`src/common/gpio_defines.svh`:
```
/*
 * GPIO LED controller constants
 * LED count, datapath widths, USI block address and CSR offsets
 */
`ifndef GPIO_DEFINES_SVH
`define GPIO_DEFINES_SVH

// Sizes
`define GPIO_LED_NUM        5
`define GPIO_DUTY_W         8
`define GPIO_IV_W           32
`define USI_BUS_W           32

// Block select on the USI bus
`define GPIO_BLOCK_ADRS     8'h01

// CSR offsets; the array bases take the LED index added
`define GPIO_CSR_EN         8'h00
`define GPIO_CSR_MODE       8'h01
`define GPIO_CSR_DUTY       8'h10
`define GPIO_CSR_IV         8'h20

// RGB group on LEDs 2 to 4 is active low
`define GPIO_LED_ACTIVE_LOW 5'b11100

`endif

```
`src/common/GpioPkg.sv`:
```
/*
 * GPIO package
 * USI bus write bundle and the address word with its field view
 */
`include "gpio_defines.svh"

package GpioPkg;

	// Address word seen raw by the master and split by the decoders
	typedef union packed
	{
		logic [`USI_BUS_W-1:0] raw;
		struct packed
		{
			// Upper half not decoded
			logic [`USI_BUS_W-17:0] rsvd;
			logic [7:0]             blockAdrs;
			logic [7:0]             csrOfs;
		} field;
	} usiAdrsT;

	// Master to slave direction of USI
	typedef struct packed
	{
		logic                  wrEn;
		usiAdrsT               adrs;
		logic [`USI_BUS_W-1:0] wrData;
	} usiWriteT;

endpackage

```
`src/gpio/DutyGenerator.sv`:
```
/*
 * Duty generator for one LED
 * Free-running PWM compare and a blink interval tick
 */
module DutyGenerator #(
	parameter int dutyW = 8,
	parameter int ivW   = 32
)(
	input  logic             iSCLK,
	input  logic             arstN,
	input  logic             enable,
	input  logic [dutyW-1:0] dutyRatio,
	input  logic [ivW-1:0]   ivTimer,
	output logic             pwm,
	output logic             ivTick
);

//------------------------------
// PWM
//------------------------------
logic [dutyW-1:0] pwmCnt;

// Wrap after 2**dutyW cycles sets the PWM period
always_ff @(posedge iSCLK or negedge arstN)
begin
	if (!arstN)
	begin
		pwmCnt <= '0;
	end
	else if (!enable)
	begin
		pwmCnt <= '0;
	end
	else
	begin
		pwmCnt <= pwmCnt + 1'b1;
	end
end

// High for exactly dutyRatio counts per period
assign pwm = enable && (pwmCnt < dutyRatio);

//------------------------------
// Interval timer
//------------------------------
logic [ivW-1:0] ivCnt;

assign ivTick = enable && (ivCnt == ivTimer);

// Restart on the tick, so ticks are ivTimer+1 apart
always_ff @(posedge iSCLK or negedge arstN)
begin
	if (!arstN)
	begin
		ivCnt <= '0;
	end
	else if (!enable || ivTick)
	begin
		ivCnt <= '0;
	end
	else
	begin
		ivCnt <= ivCnt + 1'b1;
	end
end

endmodule

```
`src/gpio/GpioCsr.sv`:
```
/*
 * GPIO control registers
 * Decodes USI writes into the LED CSRs and returns a registered read word
 */
`include "gpio_defines.svh"

module GpioCsr
	import GpioPkg::*;
(
	input  logic                                        iSCLK,
	input  logic                                        arstN,
	input  usiWriteT                                    usiWr,
	output logic [`USI_BUS_W-1:0]                       rdData,
	output logic [`GPIO_LED_NUM-1:0]                    ledEn,
	output logic [1:0]                                  flashMode,
	output logic [`GPIO_LED_NUM-1:0][`GPIO_DUTY_W-1:0]  dutyRatio,
	output logic [`GPIO_LED_NUM-1:0][`GPIO_IV_W-1:0]    ivTimer
);

//------------------------------
// Address decode
//------------------------------
logic       blockHit;
logic [7:0] csrOfs;
logic       wrHit;

assign blockHit = (usiWr.adrs.field.blockAdrs == `GPIO_BLOCK_ADRS);
assign csrOfs   = usiWr.adrs.field.csrOfs;
assign wrHit    = usiWr.wrEn && blockHit;

//------------------------------
// Register write
//------------------------------
always_ff @(posedge iSCLK or negedge arstN)
begin
	if (!arstN)
	begin
		ledEn     <= '0;
		flashMode <= '0;
		dutyRatio <= '0;
		ivTimer   <= '0;
	end
	else if (wrHit)
	begin
		// Narrow registers keep the low bits
		if (csrOfs == `GPIO_CSR_EN)
		begin
			ledEn <= usiWr.wrData[`GPIO_LED_NUM-1:0];
		end
		if (csrOfs == `GPIO_CSR_MODE)
		begin
			flashMode <= usiWr.wrData[1:0];
		end
		for (int i = 0; i < `GPIO_LED_NUM; i++)
		begin
			if (csrOfs == 8'(`GPIO_CSR_DUTY + i))
			begin
				dutyRatio[i] <= usiWr.wrData[`GPIO_DUTY_W-1:0];
			end
			if (csrOfs == 8'(`GPIO_CSR_IV + i))
			begin
				ivTimer[i] <= usiWr.wrData[`GPIO_IV_W-1:0];
			end
		end
	end
end

//------------------------------
// Read mux
//------------------------------
logic [`USI_BUS_W-1:0] rdNext;

always_comb
begin
	rdNext = '0;
	// Foreign blocks and unknown offsets read zero so buses can be ORed
	if (blockHit)
	begin
		if (csrOfs == `GPIO_CSR_EN)
		begin
			rdNext[`GPIO_LED_NUM-1:0] = ledEn;
		end
		if (csrOfs == `GPIO_CSR_MODE)
		begin
			rdNext[1:0] = flashMode;
		end
		for (int i = 0; i < `GPIO_LED_NUM; i++)
		begin
			if (csrOfs == 8'(`GPIO_CSR_DUTY + i))
			begin
				rdNext[`GPIO_DUTY_W-1:0] = dutyRatio[i];
			end
			if (csrOfs == 8'(`GPIO_CSR_IV + i))
			begin
				rdNext[`GPIO_IV_W-1:0] = ivTimer[i];
			end
		end
	end
end

// One cycle read latency
always_ff @(posedge iSCLK or negedge arstN)
begin
	if (!arstN)
	begin
		rdData <= '0;
	end
	else
	begin
		rdData <= rdNext;
	end
end

endmodule

```
`src/gpio/GpioBlock.sv`:
```
/*
 * GPIO LED block
 * USI mapped CSRs, one duty generator per LED and the mode driven LED register
 */
`include "gpio_defines.svh"

module GpioBlock
	import GpioPkg::*;
(
	input  logic                     iSCLK,
	input  logic                     arstN,
	input  usiWriteT                 usiWr,
	output logic [`USI_BUS_W-1:0]    rdData,
	output logic [`GPIO_LED_NUM-1:0] led
);

localparam logic [1:0] modeStatic = 2'd0;
localparam logic [1:0] modeBlink  = 2'd1;
localparam logic [1:0] modePwm    = 2'd2;

//------------------------------
// CSR space
//------------------------------
logic [`GPIO_LED_NUM-1:0]                   ledEn;
logic [1:0]                                 flashMode;
logic [`GPIO_LED_NUM-1:0][`GPIO_DUTY_W-1:0] dutyRatio;
logic [`GPIO_LED_NUM-1:0][`GPIO_IV_W-1:0]   ivTimer;

GpioCsr uCsr (
	.iSCLK     (iSCLK),
	.arstN     (arstN),
	.usiWr     (usiWr),
	.rdData    (rdData),
	.ledEn     (ledEn),
	.flashMode (flashMode),
	.dutyRatio (dutyRatio),
	.ivTimer   (ivTimer)
);

//------------------------------
// Generators
//------------------------------
logic                     timedMode;
logic [`GPIO_LED_NUM-1:0] genEn;
logic [`GPIO_LED_NUM-1:0] pwm;
logic [`GPIO_LED_NUM-1:0] ivTick;

// Counters only run for blink or PWM on enabled LEDs
assign timedMode = (flashMode == modeBlink) || (flashMode == modePwm);
assign genEn     = ledEn & {`GPIO_LED_NUM{timedMode}};

for (genvar i = 0; i < `GPIO_LED_NUM; i++)
begin : gDuty
	DutyGenerator #(
		.dutyW (`GPIO_DUTY_W),
		.ivW   (`GPIO_IV_W)
	) uDuty (
		.iSCLK     (iSCLK),
		.arstN     (arstN),
		.enable    (genEn[i]),
		.dutyRatio (dutyRatio[i]),
		.ivTimer   (ivTimer[i]),
		.pwm       (pwm[i]),
		.ivTick    (ivTick[i])
	);
end

//------------------------------
// LED drive
//------------------------------
// Logical on state with polarity applied at the port
logic [`GPIO_LED_NUM-1:0] ledOn;

always_ff @(posedge iSCLK or negedge arstN)
begin
	if (!arstN)
	begin
		ledOn <= '0;
	end
	else
	begin
		case (flashMode)
			modeStatic:
			begin
				ledOn <= ledEn;
			end
			modeBlink:
			begin
				// Toggle on tick and force disabled LEDs off
				ledOn <= (ledOn ^ ivTick) & ledEn;
			end
			modePwm:
			begin
				ledOn <= pwm;
			end
			default:
			begin
				// Mode 3 behaves as static
				ledOn <= ledEn;
			end
		endcase
	end
end

assign led = ledOn ^ `GPIO_LED_ACTIVE_LOW;

endmodule

```
`config.mk`:
```
export PLATFORM = sky130hd
export DESIGN_NAME = GpioBlock
export DESIGN_NICKNAME = d
export VERILOG_FILES = /design/src/common/GpioPkg.sv /design/src/gpio/DutyGenerator.sv /design/src/gpio/GpioCsr.sv /design/src/gpio/GpioBlock.sv
export VERILOG_INCLUDE_DIRS = /design/src /design/src/common
export SDC_FILE = /design/constraint.sdc
export NUM_CORES = 1
export LEC_CHECK = 0
export ABC_CLOCK_PERIOD_IN_PS = 5300
export BUFFER_PORTS_ARGS = -buffer_cell sky130_fd_sc_hd__buf_2
export CAP_MARGIN = 10
export CORE_MARGIN = 2
export CORE_UTILIZATION = 35
export CTS_BUF_LIST = sky130_fd_sc_hd__clkbuf_8
export DETAILED_ROUTE_END_ITERATION = 8
export PLACE_DENSITY_LB_ADDON = 0.2
export SLEW_MARGIN = 20
export SYNTH_ARGS = -nofsm -noshare
export SYNTH_HDL_FRONTEND = slang
export SYNTH_HIERARCHICAL = 1
export SYNTH_SLANG_ARGS = --single-unit
export TNS_END_PERCENT = 20
```
`constraint.sdc`:
```
create_clock -name iSCLK -period 5.3 [get_ports iSCLK]
set_clock_uncertainty 0.2 [all_clocks]
set_input_delay 1.325 -clock iSCLK [delete_from_list [all_inputs] [get_ports iSCLK]]
set_output_delay 1.325 -clock iSCLK [all_outputs]
set_load 0.05 [all_outputs]
```
==> metrics.md <==
| Metric | Value |
|---|---|
| Synth async-reset ratio | 1.000 |
| CP startpoint | usiWr[36] |
| Hold buffer count at CTS | 0 |
| Total congestion overflow | 0 |
| CTS tree | built |
| Post-synth EDFFs | 0 |
| Leak pwr | 12.37 nW |
| M2 GR Usage | 0.2957 |
| Final Setup Violations | 0 |
| Leading area contributor after synthesis | dfrtp_1 |
| Netlist cell types | 69 |
| Layout cells sized above 1 | 0.2119 |
| Crit path capture type | flip-flop |
| Die width | 260.8 um |
| GRT Resource Usage Total | 0.1943 |
| Core Region | 0.06551 mm^2 |
| Area Overhead vs Synth | 11.72% |
| PortBufs | 87 |
| Max Clk Rate | 0.2874 GHz |
| CTS Buffer Depth | 3 |
| Die area | 0.06800 mm^2 |
| Initial Utilization | 0.3522 |
| Least-Margin Pin Slew | 912.2 ps |
| Final antenna-violating net count | 0 |
| Initial DRC count | 1456 |
| H-tree depth | 3 |
| Die H | 260.8 um |
| R2r startpoint | uCsr/flashMode[0]$_DFFE_PN0P_ |
| Maximum vdd drop | 0.1636 mV |
| GR met3 Demand/Resource | 0.03623 |
| Crit start category | primary input |
| Seq/Total Area, Yosys | 0.4815 |
| DR vias/cell | 5.263 |
| Largest net degree at the start of global routing | 107 |
| Synth Flop Type | dfrtp_1 |
| Syn_nets | 2187 |
| Post-cts resize count | 0 |
| Crit Path Category | in -> reg |
| Initial antenna violation count | 7 |
| Reg area | 0.01111 mm^2 |
| Relative slew slack | 0.3919 |
| Gr busiest metal | met2 |
| Post-CTS Setup Bufs | 0 |
| Vias in the first global route | 16120 |
| DP HPWL | 48.21 mm |
| Pwr/cell area | 261.2 mW/mm^2 |
| Period minus WS final | 3480 ps |
| RSZ-0062 raised after global routing | no |
| Clk Latency, worst-skew pair | 670 ps |
| Crit path DAT | 3800 ps |
| Num rows | 94 |
| Setup TNS | 0 ps |
| Max cap viols | 0 |
| Max FO, Critical Path | 19 |
| Setup ws final | 1820 ps |
| Root Buffer | clkbuf_8 |
| Worst hold path class | reg -> reg |
| Status | complete, no violations |
| Synth Area per Inst | 11.13 um^2 |
| Warnings, synthesis | 6 |
| Top post-synthesis cells by area | dfrtp_1 (48%), xor2_1 (11%), mux2_2 (9.9%), nor2_1 (4.0%), ha_1 (2.5%) |
| Drt drc | 0 |
| Clock transition at path regs | 60 ps |
| Cell count after synthesis | 2073 |
| Post-DR wirelength/cell | 21.31 um |
| Inserted Clock Buffers | 80 |
| Area of the multi-input gates | 0.01112 mm^2 |
| Routing usage on met1 | 0.2838 |
| Post-Syn Area | 0.02308 mm^2 |
| Routed wire length | 65.89 mm |
| Final Hold Fails | 0 |
| Ports | 104 |
| Clock Sinks | 444 |
| Top cells by count, synth | dfrtp_1 (444), xor2_1 (290), nor2_1 (245), mux2_2 (202), nand3_1 (108) |
| Via count | 16270 |
| Hold Crit Start | gDuty[0].uDuty/pwmCnt[0]$_DFF_PN0_ |
| First-pass GRT wire length | 100.4 mm |
| Post-place setup slack | 1212 ps |
| Pre-antenna DRT Iters | 6 |
| Synthesized flop and latch total | 444 |
| GPL Wtd Cong | 0.9021 |
| Top cell type's share of synthesized area | 0.4815 |
| Filler instances | 6420 |
| Count leader, synth | dfrtp_1 |
| Worst endpoint required time | 5620 ps |
| Tcrit/Tclk final | 0.6566 |
| Max Slew Vio Count | 0 |
| Layout Nets | 2284 |
## cell type report
type	count	share of cell area
Timing Repair Buffer	111	0.02621
Tap cell	864	0.04193
Clock buffer	104	0.05552
Inverter	57	0.008299
Multi-Input combinational cell	1476	0.4314
Clock inverter	31	0.005144
Antenna cell	5	0.0004853
Sequential cell	444	0.4310
## placed cells by master (no fill, tap or decap), types with 55 or more instances in the layout
cell / n
dfrtp_1: 444
xor2_1: 290
nor2_1: 241
mux2_2: 202
nand3_1: 108
clkbuf_8: 104
buf_2: 86
inv_1: 80
nand2_1: 69
nand4_1: 65
xnor2_1: 55
## metrics by stage
stage	instances	hold WS [ps]	total power [W]	area (um^2)	utilization
after floorplan	2073	230.2	0.003492	23080	-
after global placement	2952	252.3	0.003638	24200	0.3695
after detailed placement	2952	260.8	0.003641	24200	0.3695
after CTS	3087	269.1	0.006845	25770	0.3934
after global routing	3090	282.1	0.007018	25780	0.3935
final	3092	265.6	0.006733	25780	0.3935
## registers in the layout, summed over array words and instances, names as in the netlist
signal / cells
gDuty.uDuty/ivCnt: 160
uCsr/ivTimer: 160
gDuty.uDuty/pwmCnt: 40
uCsr/dutyRatio: 40
uCsr/rdData: 32
ledOn: 5
uCsr/ledEn: 5
uCsr/flashMode: 2
## kinds of logic (layout without fill, tap and decap cells)
family	count (synthesis)	in the layout	share of synthesized area
xor+xnor	345	345	0.1309
other cells	0	5	0
buf+inv	153	303	0.03758
fa+ha+maj	47	47	0.02548
compound gates	194	194	0.06290
mux	208	208	0.1014
flops	444	444	0.4815
simple gates	682	682	0.1602
## power by group
group / switching, W / internal, W / leakage [nW]
sequential: 0.000000686 / 0.00339 / 6.21
clock: 0.00142 / 0.00174 / 0.898
combinational: 0.000147 / 0.0000346 / 5.26
## path summary, 6_finish.rpt
kind,cells past startpoint,slack (ps),end
worst max register to register,8,1970,ledOn[2]$_DFF_PN0_
worst min register to register,1,270,gDuty[0].uDuty/pwmCnt[0]$_DFF_PN0_
worst min-delay path,1,270,gDuty[0].uDuty/pwmCnt[0]$_DFF_PN0_
worst max-delay path,6,1820,uCsr/rdData[22]$_DFF_PN0_
min in group asynchronous,1,510,gDuty[0].uDuty/pwmCnt[3]$_DFF_PN0_
max in group asynchronous,2,3280,gDuty[2].uDuty/ivCnt[22]$_DFF_PN0_
## metal layers
metal  vias up  wire length [um]
met5         -                54
met4         8              1390
met3       113              3152
met2       371             29300
met1      8266             31990
li1       7514                 -
## worst max-delay path: stages
cell	delay, ps
buf_2	210
or4b_1	850
nor2_2	580
buf_4	310
a222oi_1	100
a21oi_1	400
(Power assumes the default switching activity.)
